## src/vec_cmp_pkg.sv

```systemverilog
package vec_cmp_pkg;

    // float word layout
    localparam int FLOAT_W = 32;
    localparam int EXP_W = 8;
    localparam int MANT_W = 23;

    // vector shape and pipeline depth
    localparam int N_COMP = 3;
    localparam int PIPE_LATENCY = 2;

    typedef enum logic [1:0] {
        OP_HMAX = 2'd0,
        OP_HMIN = 2'd1,
        OP_VMAX = 2'd2,
        OP_VMIN = 2'd3
    } vec_op_e;

    // ieee-754 single precision fields
    typedef struct packed {
        logic             sign;
        logic [EXP_W-1:0] exp;
        logic [MANT_W-1:0] mant;
    } float_fields_t;

    // raw bits for moving, fields for comparing
    typedef union packed {
        logic [FLOAT_W-1:0] bits;
        float_fields_t      fields;
    } float_word_u;

    typedef struct packed {
        float_word_u x;
        float_word_u y;
        float_word_u z;
    } vec3_t;

    // b is ignored by the horizontal ops
    typedef struct packed {
        vec_op_e op;
        vec3_t   a;
        vec3_t   b;
    } cmp_req_t;

    // beats[i] set means the later candidate of pair i wins
    typedef struct packed {
        vec_op_e           op;
        logic [N_COMP-1:0] beats;
        vec3_t             a;
        vec3_t             b;
    } cmp_flags_t;

endpackage

```

## src/float_lt.sv

```systemverilog
`timescale 1ns/1ps

module float_lt (
    input  vec_cmp_pkg::float_word_u a,
    input  vec_cmp_pkg::float_word_u b,
    output logic                     lt
);

    logic [vec_cmp_pkg::EXP_W+vec_cmp_pkg::MANT_W-1:0] a_mag;
    logic [vec_cmp_pkg::EXP_W+vec_cmp_pkg::MANT_W-1:0] b_mag;
    logic both_zero;

    // exponent above mantissa, so magnitude orders as an unsigned number
    assign a_mag = {a.fields.exp, a.fields.mant};
    assign b_mag = {b.fields.exp, b.fields.mant};

    // +0 and -0 are equal
    assign both_zero = (a_mag == '0) && (b_mag == '0);

    always_comb begin
        if (both_zero) begin
            lt = 1'b0;
        end else if (a.fields.sign != b.fields.sign) begin
            // negative side is the smaller one
            lt = a.fields.sign;
        end else if (!a.fields.sign) begin
            lt = (a_mag < b_mag);
        end else begin
            // both negative, larger magnitude is smaller
            lt = (a_mag > b_mag);
        end
    end

endmodule

```

## src/vec_compare_stage.sv

```systemverilog
`timescale 1ns/1ps

module vec_compare_stage (
    input  logic                    clk_in,
    input  logic                    rst_in,
    input  logic                    req_valid,
    input  vec_cmp_pkg::cmp_req_t   req,
    output logic                    flags_valid,
    output vec_cmp_pkg::cmp_flags_t flags
);

    // operand components indexed 0..2 as x, y, z
    vec_cmp_pkg::float_word_u [vec_cmp_pkg::N_COMP-1:0] a_c;
    vec_cmp_pkg::float_word_u [vec_cmp_pkg::N_COMP-1:0] b_c;

    // earlier candidate on lhs, later on rhs
    vec_cmp_pkg::float_word_u [vec_cmp_pkg::N_COMP-1:0] lhs;
    vec_cmp_pkg::float_word_u [vec_cmp_pkg::N_COMP-1:0] rhs;

    logic [vec_cmp_pkg::N_COMP-1:0] beats;

    assign a_c[0] = req.a.x;
    assign a_c[1] = req.a.y;
    assign a_c[2] = req.a.z;
    assign b_c[0] = req.b.x;
    assign b_c[1] = req.b.y;
    assign b_c[2] = req.b.z;

    // pair routing per opcode
    always_comb begin
        lhs = a_c;
        rhs = b_c;
        case (req.op)
            vec_cmp_pkg::OP_HMAX: begin
                // x<y, x<z, y<z
                lhs[0] = a_c[0];
                rhs[0] = a_c[1];
                lhs[1] = a_c[0];
                rhs[1] = a_c[2];
                lhs[2] = a_c[1];
                rhs[2] = a_c[2];
            end
            vec_cmp_pkg::OP_HMIN: begin
                // y<x, z<x, z<y
                lhs[0] = a_c[1];
                rhs[0] = a_c[0];
                lhs[1] = a_c[2];
                rhs[1] = a_c[0];
                lhs[2] = a_c[2];
                rhs[2] = a_c[1];
            end
            vec_cmp_pkg::OP_VMAX: begin
                lhs = a_c;
                rhs = b_c;
            end
            vec_cmp_pkg::OP_VMIN: begin
                lhs = b_c;
                rhs = a_c;
            end
        endcase
    end

    for (genvar i = 0; i < vec_cmp_pkg::N_COMP; i++) begin : g_lt
        float_lt float_lt_i (
            .a  (lhs[i]),
            .b  (rhs[i]),
            .lt (beats[i])
        );
    end

    // flags travel with both operands into the select stage
    always_ff @(posedge clk_in) begin
        if (rst_in) begin
            flags_valid <= 1'b0;
            flags <= '0;
        end else if (req_valid) begin
            flags_valid <= 1'b1;
            flags.op <= req.op;
            flags.beats <= beats;
            flags.a <= req.a;
            flags.b <= req.b;
        end else begin
            flags_valid <= 1'b0;
            flags <= '0;
        end
    end

endmodule

```

## src/vec_select_stage.sv

```systemverilog
`timescale 1ns/1ps

module vec_select_stage (
    input  logic                    clk_in,
    input  logic                    rst_in,
    input  logic                    flags_valid,
    input  vec_cmp_pkg::cmp_flags_t flags,
    output logic                    res_valid,
    output vec_cmp_pkg::vec3_t      res
);

    vec_cmp_pkg::float_word_u [vec_cmp_pkg::N_COMP-1:0] a_c;
    vec_cmp_pkg::float_word_u [vec_cmp_pkg::N_COMP-1:0] b_c;
    vec_cmp_pkg::float_word_u [vec_cmp_pkg::N_COMP-1:0] pick_c;

    vec_cmp_pkg::float_word_u h_pick;
    vec_cmp_pkg::vec3_t       res_next;
    logic                     is_horiz;

    assign a_c[0] = flags.a.x;
    assign a_c[1] = flags.a.y;
    assign a_c[2] = flags.a.z;
    assign b_c[0] = flags.b.x;
    assign b_c[1] = flags.b.y;
    assign b_c[2] = flags.b.z;

    assign is_horiz = (flags.op == vec_cmp_pkg::OP_HMAX) ||
                      (flags.op == vec_cmp_pkg::OP_HMIN);

    // horizontal winner, ties fall to the lowest index
    always_comb begin
        if (!flags.beats[0] && !flags.beats[1]) begin
            h_pick = a_c[0];
        end else if (!flags.beats[2]) begin
            h_pick = a_c[1];
        end else begin
            h_pick = a_c[2];
        end
    end

    // component-wise winner, ties keep a
    always_comb begin
        for (int i = 0; i < vec_cmp_pkg::N_COMP; i++) begin
            pick_c[i] = flags.beats[i] ? b_c[i] : a_c[i];
        end
    end

    always_comb begin
        res_next = '0;
        if (is_horiz) begin
            res_next.x = h_pick;
        end else begin
            res_next.x = pick_c[0];
            res_next.y = pick_c[1];
            res_next.z = pick_c[2];
        end
    end

    always_ff @(posedge clk_in) begin
        if (rst_in) begin
            res_valid <= 1'b0;
            res <= '0;
        end else if (flags_valid) begin
            res_valid <= 1'b1;
            res <= res_next;
        end else begin
            // idle cycles read as zero
            res_valid <= 1'b0;
            res <= '0;
        end
    end

endmodule

```

## src/vec_cmp_top.sv

```systemverilog
`timescale 1ns/1ps

module vec_cmp_top (
    input  logic                  clk_in,
    input  logic                  rst_in,
    input  logic                  req_valid,
    input  vec_cmp_pkg::cmp_req_t req,
    output logic                  res_valid,
    output vec_cmp_pkg::vec3_t    res
);

    // stage 1 to stage 2
    logic                    flags_valid;
    vec_cmp_pkg::cmp_flags_t flags;

    // compare three pairs
    vec_compare_stage compare_stage_i (
        .clk_in      (clk_in),
        .rst_in      (rst_in),
        .req_valid   (req_valid),
        .req         (req),
        .flags_valid (flags_valid),
        .flags       (flags)
    );

    // pick winners from the flags
    vec_select_stage select_stage_i (
        .clk_in      (clk_in),
        .rst_in      (rst_in),
        .flags_valid (flags_valid),
        .flags       (flags),
        .res_valid   (res_valid),
        .res         (res)
    );

endmodule

```

## config.mk

```make
export PLATFORM = sky130hd
export DESIGN_NAME = vec_cmp_top
export DESIGN_NICKNAME = d
export VERILOG_FILES = /design/src/vec_cmp_pkg.sv /design/src/float_lt.sv /design/src/vec_compare_stage.sv /design/src/vec_select_stage.sv /design/src/vec_cmp_top.sv
export SDC_FILE = /design/constraint.sdc
export NUM_CORES = 1
export LEC_CHECK = 0
export ABC_CLOCK_PERIOD_IN_PS = 6600
export BUFFER_PORTS_ARGS = -buffer_cell sky130_fd_sc_hd__buf_4
export CAP_MARGIN = 20
export CORE_ASPECT_RATIO = 1.25
export CORE_MARGIN = 10
export CORE_UTILIZATION = 40
export CTS_CLUSTER_SIZE = 20
export DETAILED_ROUTE_END_ITERATION = 7
export SYNTH_ARGS = -nofsm -noshare
export SYNTH_HDL_FRONTEND = slang
export SYNTH_SLANG_ARGS = --single-unit
```

## constraint.sdc

```tcl
create_clock -name clk_in -period 6.6 [get_ports clk_in]
set_input_delay 1.32 -clock clk_in [delete_from_list [all_inputs] [get_ports clk_in]]
set_output_delay 1.32 -clock clk_in [all_outputs]
set_load 0.005 [all_outputs]
```

; Yosys cells after proc, flatten, opt, wreduce, memory -nomap -nowiden
; Index checks and enable logic that the tools add are counted.
[word_totals]
word_cells = 67
ff_bits = 295
input_bits = 197
output_inout_bits = 97
[op_classes]
order_cmp = 6
n_bitwise = 2
n_eq_ne = 7
n_reduce_logical = 21
muxes = 16
[op_table]
columns = operator, n
row1 = case mux 96 bit (4 select lines), 2
row2 = two-way mux 32 bit, 6
row3 = zero test 31 bit, 6
row4 = > comparator 31 bit, 3
row5 = < comparator 31 bit, 3
row6 = OR reduction 3 bit, 4
row7 = two-way mux 1 bit, 8
row8 = "equality test 2 x 1 -> 1 bit, second input constant", 2
row9 = "equality test 2 bit, second input constant", 2
row10 = logical AND 1 bit, 4
row11 = zero test 2 bit, 2
row12 = OR reduction 2 bit, 2
row13 = inequality test 1 bit, 3
row14 = zero test 1 bit, 2
row15 = NOT 1 bit, 2
row16 = logical OR 1 bit, 1

; Logic depth before layout (Yosys ltp)
; Gate-level depths: netlist of the first run.
[depth]
ltp_word = 5
depth_mapped = 17
ltp_nobuf = 12

; Hierarchy
; A second synthesis of the first run with hierarchy kept.
[unflattened]
cells_unflattened = 1636
area_unflattened_um2 = 16475.8
[by_module_without_submodules]
columns = module, cells_per_inst, area_per_inst_um2, seq_area_each_um2, n_inst
row1 = vec_compare_stage, 810, 9459.1, 3963.8, 1
row2 = vec_select_stage, 427, 4246.6, 1941.9, 1
row3 = float_lt, 133, 923.4, 0.0, 3

; Worst setup path before layout of the first run
; No wires, ideal clock.
[synth_path]
path_kind = in2reg
from = input port req[192] in the netlist's numbering
to = register, netlist name compare_stage_i.flags[192]
t_arrival_ns = 4.043
n_path_buf = 5
setup_slack_ns = 2.472
path_stages = 14
cell_sequence = buf_6 > buf_6 > inv_2 > buf_2 > buf_2 > clkbuf_1 > mux2i_1 > ha_1 > nand4_1 > or2_2 > nor3_1 > a21boi_0 > o21ai_0 > a211oi_1
[synth_between]
elab_chain_len = 5
word_cells_on_any_way = 15
classes_between = 2 x order compare / 4 x eq/ne / 4 x mux / 5 x reduce/logical
[synth_rtl]
columns = item, line_no
row1 = start: declaration, vec_cmp_top.sv:7  ; input vec_cmp_pkg::cmp_req_t req,
row2 = equality test 2 bit (tied with other cells), vec_compare_stage.sv:33  ; case (req.op)
row3 = case mux 96 bit (4 select lines), vec_compare_stage.sv:33
row4 = < comparator 31 bit (tied with other cells), float_lt.sv:27  ; lt = (a_mag < b_mag);
row5 = two-way mux 1 bit / logical AND 1 bit (equally long branches), "float_lt.sv:26, float_lt.sv:18"
row6 = two-way mux 1 bit / OR reduction 3 bit (equally long branches), --
; Several ways; a longest one is shown, not always the timed one.
; A chain may end at the register's enable or synchronous reset.

; Worst setup path after layout of the first run
[layout_path]
from = input port req[192] in the netlist's numbering
to = register, netlist name compare_stage_i.flags[193]
[layout_between]
elab_chain_len = 5
word_cells_on_any_way = 15
classes_between = 2 x order compare / 4 x eq/ne / 4 x mux / 5 x reduce/logical
[layout_rtl]
columns = item, line_no
row1 = equality test 2 bit (tied with other cells), vec_compare_stage.sv:33
row2 = case mux 96 bit (4 select lines), vec_compare_stage.sv:33
row3 = < comparator 31 bit (tied with other cells), float_lt.sv:27
row4 = two-way mux 1 bit / logical AND 1 bit (equally long branches), "float_lt.sv:26, float_lt.sv:18"
row5 = two-way mux 1 bit / OR reduction 3 bit (equally long branches), --
; Several ways; a longest one is shown, not always the timed one.

==> impl_metrics.toml, run 1 <==
[setup_path]
r2r_slack_ps = 4130
critPathSlowestCell = "buf_4"
r2r-start = "compare_stage_i.flags[196]"
arrival_ps = 5170
cp_max_fo = 133
r2r_cells = 4
crit_buf_inv = 2
worstPathRequired_ps = 7070
r2r-end = "select_stage_i.res[56]"
startpoint_type = "primary input"
crit_type = "primary input to flop"
end_kind = "flop"
cp_cell_sequence = "buf_8 > buf_4 > mux4_2 > ha_1 > nand4_1 > nor2_1 > o31a_1 > a2111oi_0 > o2111ai_1 > mux2i_1 > nor4bb_1"
critPathTopFamily = "buffers and inverters"
max_stage_delay_ps = 720

[sta]
tns_ps = 0
final.period_utilization = 0.7118
rsz0062_at_grt = "false"
tightest_slew_ps = 1054
clock.fmax_ghz = 0.2129
slew_viol_final = 0
skew_ps = 16.71
finalSetupViolCount = 0
slew-limit-headroom = 0.2972
finalHoldViolCount = 0
min_period_ps = 4698
fin_ws_ps = 1902

[logic_synthesis]
synth_top_family_by_area = "multiplexers"
synth_cell_types = 52
postSynthCellCount = 1768
synthArstFlopShare = 0
netlist_area_um2 = 16830
synth_xor_area_frac = 0
syn_nets = 2058
ys.flop_type = "dfxtp_1"
synth_edf_count = 0
synthAdderAreaFrac = 0.06915
synth-compound-area-share = 0.1210
synth-seq-cells = 294
synth_mux_area_frac = 0.2177
netlist_top_cells_count = "294 x dfxtp_1, 207 x nor2_1, 193 x and2_1"
synthSimpleGateAreaFrac = 0.1928
ys_warn_count = 0
yosysMostFrequentCell = "dfxtp_1"
yosysTopAreaCellShare = 0.3498
synth-seq-area-share = 0.3498
synth_top_area_cell = "dfxtp_1"
synth_area_leaders = "dfxtp_1 35%, mux2i_1 11%, mux4_2 8.0%, and2_1 7.2%, ha_1 6.9%"
syn_avg_cell_area_um2 = 9.518

[place]
gp_congestion = 0.9367
dpl_worst_slack_ps = 1332
placed_cells = 2507
portBuffers = 293
hpwl_um = 49520

[detailed_routing]
routed_wl_um = 63750
first_pass_iters = 5
post-route-drc-count = 0
avgRoutedWirePerCell_um = 24.91
final_antenna_net_count = 0
vias = 14490
drt-initial-drc-count = 1113
viasPerCell = 5.662

[clock_tree]
clock_sinks = 294
ctsHoldBuffers = 0
cts_root_buf = "clkbuf_16"
cts_buffers = 29
cts_resized = 0
htree_levels = 1
cts.clk_slew.worst_paths_ps = 70
insertion_delay_ps = 570
post_cts_buffers = 0
cts_tree = "built"
cts_buffer_depth = 3

[die]
rows = 83
die_w_um = 203.5
boundaryPins = 294
die_area_um2 = 50720
coreArea_um2 = 41330
start_util = 0.4071
die_y_um = 249.3

[hold_path]
hp-class = "flop to flop"
holdPathEnd = "select_stage_i.res[4]"
hold_depth = 2
min-delay-start = "compare_stage_i.flags[4]"

[grt]
grt_usage = 0.2417
antenna_found_initial = 6
grt_pass1_wl_um = 93140
grt_overflow = 0
grt_pass1_vias = 14240
grt_max_degree = 139

[layout]
area_delta_synth_final_pct = 20.47
fillers = 3969
final_layout_size_suffix_gt1_frac = 0.2364
utilization = 0.4905
layout.nets = 2276
final-instance-count-excl-fill = 2559

[power]
finalPower_w = 0.004690
leakagePower_nw = 8.516
p_per_area_nw_per_um2 = 231.4
ir_drop_v = 0.0001548

[run]
cap_violations = 0

[status]
status = "complete, no violations"
==> stage by stage <==
step / cell area (µm²) / hold WS [ps]
3_3_place_gp: 19220 / 449.2
6_report: 20270 / 463.7
3_5_place_dp: 19220 / 453.8
5_1_grt: 20270 / 492.9
4_1_cts: 20270 / 469.5
2_1_floorplan: 16830 / 439.9
==> sequential cells by signal, indices dropped and copies added (netlist names) <==
| signal | count |
|---|---|
| compare_stage_i.flags | 196 |
| select_stage_i.res | 96 |
| compare_stage_i.flags_valid | 1 |
| select_stage_i.res_valid | 1 |
==> cells by family (layout without fill, tap and decap cells) <==
family / after synthesis / after routing
compound gates: 312 / 312
simple gates: 611 / 611
mux: 286 / 286
other cells: 0 / 2
buf+inv: 172 / 409
fa+ha+maj: 93 / 93
flops: 294 / 294
==> tightest hold or removal path: cells and delay by family (launching register included) <==
family           cells  cell delay (ps)
flip-flops           1              300
AND/OR/NAND/NOR      1               70
multiplexers         1               60
==> metal layers <==
metal / GRT usage / part of all wire / vias up
met5: 0 / 0.0011 / -
met4: 0.08723 / 0.034 / 8
met3: 0.04497 / 0.070 / 124
met2: 0.3999 / 0.48 / 515
met1: 0.3065 / 0.42 / 7019
li1: - / - / 6822
==> power by group <==
| part | switching [W] | internal [W] | total [W] |
|---|---|---|---|
| registers | 0.0000316 | 0.00183 | 0.00186 |
| logic | 0.000561 | 0.000425 | 0.000986 |
| clock network | 0.000723 | 0.00112 | 0.00184 |
==> worst max path at each step <==
stage | to | startpoint | cells after the start | slack, ps
after global placement | compare_stage_i.flags[193] | req[192] | 11 | 1450
final | compare_stage_i.flags[193] | req[192] | 11 | 1900
after CTS | compare_stage_i.flags[193] | req[192] | 11 | 1930
after global routing | compare_stage_i.flags[193] | req[192] | 12 | 1590
after detailed placement | compare_stage_i.flags[193] | req[192] | 11 | 1330
after floorplan | compare_stage_i.flags[192] | req[192] | 14 | 2470
==> cells in the final DEF (no fill, tap or decap), types with 3 or more instances in the layout <==
cell type,n
buf_4,307
dfxtp_1,292
nor2_1,207
and2_1,193
mux2i_1,186
ha_1,93
o21ai_0,79
a21oi_1,65
mux4_2,60
inv_1,48
a211oi_1,45
nor4_1,41
mux2_2,40
nor2b_1,29
clkbuf_16,29
a221oi_1,28
nand2_1,27
nand4_1,27
o21bai_1,26
o211ai_1,21
nand2b_1,19
nand3_1,19
a21o_1,14
o31ai_1,13
nand3b_1,11
or2_2,9
nor3_1,7
bufinv_16,7
or4_1,6
clkinv_2,6
clkbuf_8,5
or2_1,4
o21a_1,4
a211o_1,4
o31a_1,3
nor4b_1,3
==> layout make-up <==
type	count	area, µm²	area share
clock inverter	15	257.7	0.01271
tap	552	690.7	0.03407
clock buffer	35	788.3	0.03888
multi-input combinational	1302	10120	0.4991
antenna	2	5.005	0.0002469
inverter	50	187.7	0.009258
timing repair buffer	309	2333	0.1151
sequential	294	5891	0.2906
(Power assumes the default switching activity.)
==> inputs of run 2 (changes only) <==
Settings changed: ABC_AREA from default to 1, ABC_CLOCK_PERIOD_IN_PS 6600 to 4550.
Clock period 6.6 ns to 4.55 ns, I/O delays scaled along.
==> run 2 against run 1 <==
- combinational power up 73%
- largest power group unchanged
- hold slack worse by 17 ps
- via count rose by 35%
- clock skew up 4.3 ps
- register-to-register slack got worse by 2000 ps
- cell count increased by 42%
- first-iteration DRC count rose by 110%
- synthesized cell count grew 60%
- total power increased by 48%
==> impl_metrics.toml, run 2 <==
[setup_path]
arrival_ps = 4040
r2r-start = "compare_stage_i.flags[193]"
startpoint_type = "primary input"
worstPathRequired_ps = 5060
cp_max_fo = 40
crit_type = "primary input to flop"
r2r-end = "select_stage_i.res[71]"
r2r_slack_ps = 2090
end_kind = "flop"
r2r_cells = 8

[grt]
grt_pass1_vias = 18490
grt_util_met3 = 0.05437
grt_pass1_wl_um = 124000
antenna_found_initial = 1
busiest_layer = "met2"
grt_overflow = 0
grt_util_met2 = 0.4907
met1_usage = 0.4466
grt_usage = 0.3213
grt_max_degree = 78

[hold_path]
min-delay-start = "compare_stage_i.flags[42]"
hold_depth = 2
holdPathEnd = "select_stage_i.res[42]"
hp-class = "flop to flop"

[clock_tree]
insertion_delay_ps = 580
cts_tree = "built"
post_cts_buffers = 0
htree_levels = 1
cts_buffers = 29
clock_sinks = 294
cts.clk_slew.worst_paths_ps = 70
ctsHoldBuffers = 0
cts_buffer_depth = 3
cts_resized = 0
cts_root_buf = "clkbuf_16"

[layout]
layout.nets = 3346
largest_reg_flops = 196
fillers = 4529
mostFrequentLayoutCells = "802 x nand2_1, 591 x nor2_1, 355 x inv_1"
final_layout_size_suffix_gt1_frac = 0.1310
reg_top3 = "compare_stage_i.flags x196, select_stage_i.res x96"
regMostFlops = "compare_stage_i.flags"
final_common_cell = "nand2_1"
area_delta_synth_final_pct = 21.60

[die]
coreArea_um2 = 42250
die_y_um = 251.8
boundaryPins = 294
rows = 84
die_w_um = 205.4
start_util = 0.4069
die_area_um2 = 51720

[logic_synthesis]
synth_area_leaders = "dfxtp_1 34%, nand2_1 18%, nor2_1 13%, inv_1 7.8%, ha_1 6.8%"
synth-seq-area-share = 0.3424
ys.flop_type = "dfxtp_1"
synth-seq-cells = 294
synth_top_area_cell = "dfxtp_1"
synth-compound-area-share = 0.09411
synth_edf_count = 0
netlist_area_um2 = 17190
synthArstFlopShare = 0
synthSimpleGateAreaFrac = 0.3781
syn_avg_cell_area_um2 = 6.070
yosysTopAreaCellShare = 0.3424
synthAdderAreaFrac = 0.06769
yosysMostFrequentCell = "nand2_1"
synth_top_family_by_area = "simple AND/OR/NAND/NOR gates"
ys_warn_count = 0
synth_mux_area_frac = 0
netlist_top_cells_count = "804 x nand2_1, 592 x nor2_1, 355 x inv_1"
postSynthCellCount = 2832
synth_cell_types = 29
synth_xor_area_frac = 0
syn_nets = 3122

[place]
gp_congestion = 1.030
portBuffers = 293
dpl_worst_slack_ps = 558.6
hpwl_um = 69790

[detailed_routing]
avgRoutedWirePerCell_um = 23.83
first_pass_iters = 6
vias = 19520
post-route-drc-count = 0
viasPerCell = 5.366
drt-initial-drc-count = 2359
routed_wl_um = 86690
final_antenna_net_count = 0

[sta]
fin_ws_ps = 1023
slew-limit-headroom = 0.2778
tns_ps = 0
clock.fmax_ghz = 0.2835
rsz0062_at_grt = "false"
tightest_slew_ps = 1082
min_period_ps = 3527
finalSetupViolCount = 0
skew_ps = 21.04
final.period_utilization = 0.7752
finalHoldViolCount = 0
slew_viol_final = 0

[run]
cap_violations = 0

[power]
p_per_area_nw_per_um2 = 331.5
leakagePower_nw = 10.67
ir_drop_v = 0.0003119

[status]
status = "complete, no violations"
==> run 2: cell count changes after synthesis, sizes merged, moves of 34 or more <==
| cell | change |
|---|---|
| inv | +312 |
| and2 | -192 |
| mux4 | -60 |
| a211oi | -45 |
| nor2 | +388 |
| nor4 | -41 |
| mux2i | -186 |
| nor3 | +34 |
| nand2 | +779 |
| nand3 | +168 |
| mux2 | -40 |
| a21oi | +86 |
==> run 2: report_power, final <==
part           switching (W)  internal [W]  total [W]
sequential         0.0000514       0.00266    0.00271
clock                0.00106       0.00145    0.00251
combinational        0.00116      0.000556    0.00171
total                0.00227       0.00466    0.00693
==> run 2: how the worst max path moves through the flow <==
stage / from / end / slack, ps / cells past startpoint
floorplan: req[192] / compare_stage_i.flags[192] / 1640 / 18
global placement: req[192] / compare_stage_i.flags[194] / 570 / 18
detailed placement: req[192] / compare_stage_i.flags[194] / 560 / 17
CTS: req[192] / compare_stage_i.flags[194] / 1150 / 17
global route: req[193] / compare_stage_i.flags[194] / 910 / 18
finish: req[192] / compare_stage_i.flags[194] / 1020 / 17
==> run 2: cells by family after synthesis <==
| logic type | after synthesis |
|---|---|
| buffers and inverters | 506 |
| flip-flops | 294 |
| AO/OA/AOI/OAI | 298 |
| adder cells (fa/ha/maj) | 93 |
| AND/OR/NAND/NOR | 1641 |
==> run 2: layer usage <==
metal	wire length, µm	share of wire
met1	37100	0.43
met2	37590	0.43
met3	8793	0.10
met4	3207	0.037
met5	0	0
==> run 2: worst max-delay path: stages <==
cell and delay (ps):
buf_4 360, inv_2 150, nand2_4 290, buf_12 280, nand2_1 220, nand2_1 100
nand3_1 120, inv_1 90, ha_1 160, nand4_1 180, nor3_1 480, a21oi_1 250
nand2_1 130, nand2_1 60, nand2_1 50, nand2_1 60, nor2_1 110
==> run 2: area by class of cell <==
type,instances,area (µm²),area share
Timing Repair Buffer,338,2645,0.1265
Inverter,361,1358,0.06495
Sequential cell,294,5887,0.2816
Tap cell,559,699.4,0.03346
Clock buffer,38,819.5,0.03921
Multi-Input combinational cell,2032,9309,0.4454
Clock inverter,14,180.2,0.008620
Antenna cell,2,5.005,0.0002394
==> run 2: per-stage QoR <==
stage                     total power [W]  instance area, µm²  instances    util  hold slack (ps)
after global routing             0.007210               20900       3636  0.4946            460.1
final                            0.006930               20900       3638  0.4947            446.6
after CTS                        0.006904               20870       3635  0.4940            447.3
after detailed placement         0.004424               19870       3583  0.4703            437.3
after floorplan                  0.003725               17190       2832       -            421.8
after global placement           0.004418               19870       3583  0.4703            436.4
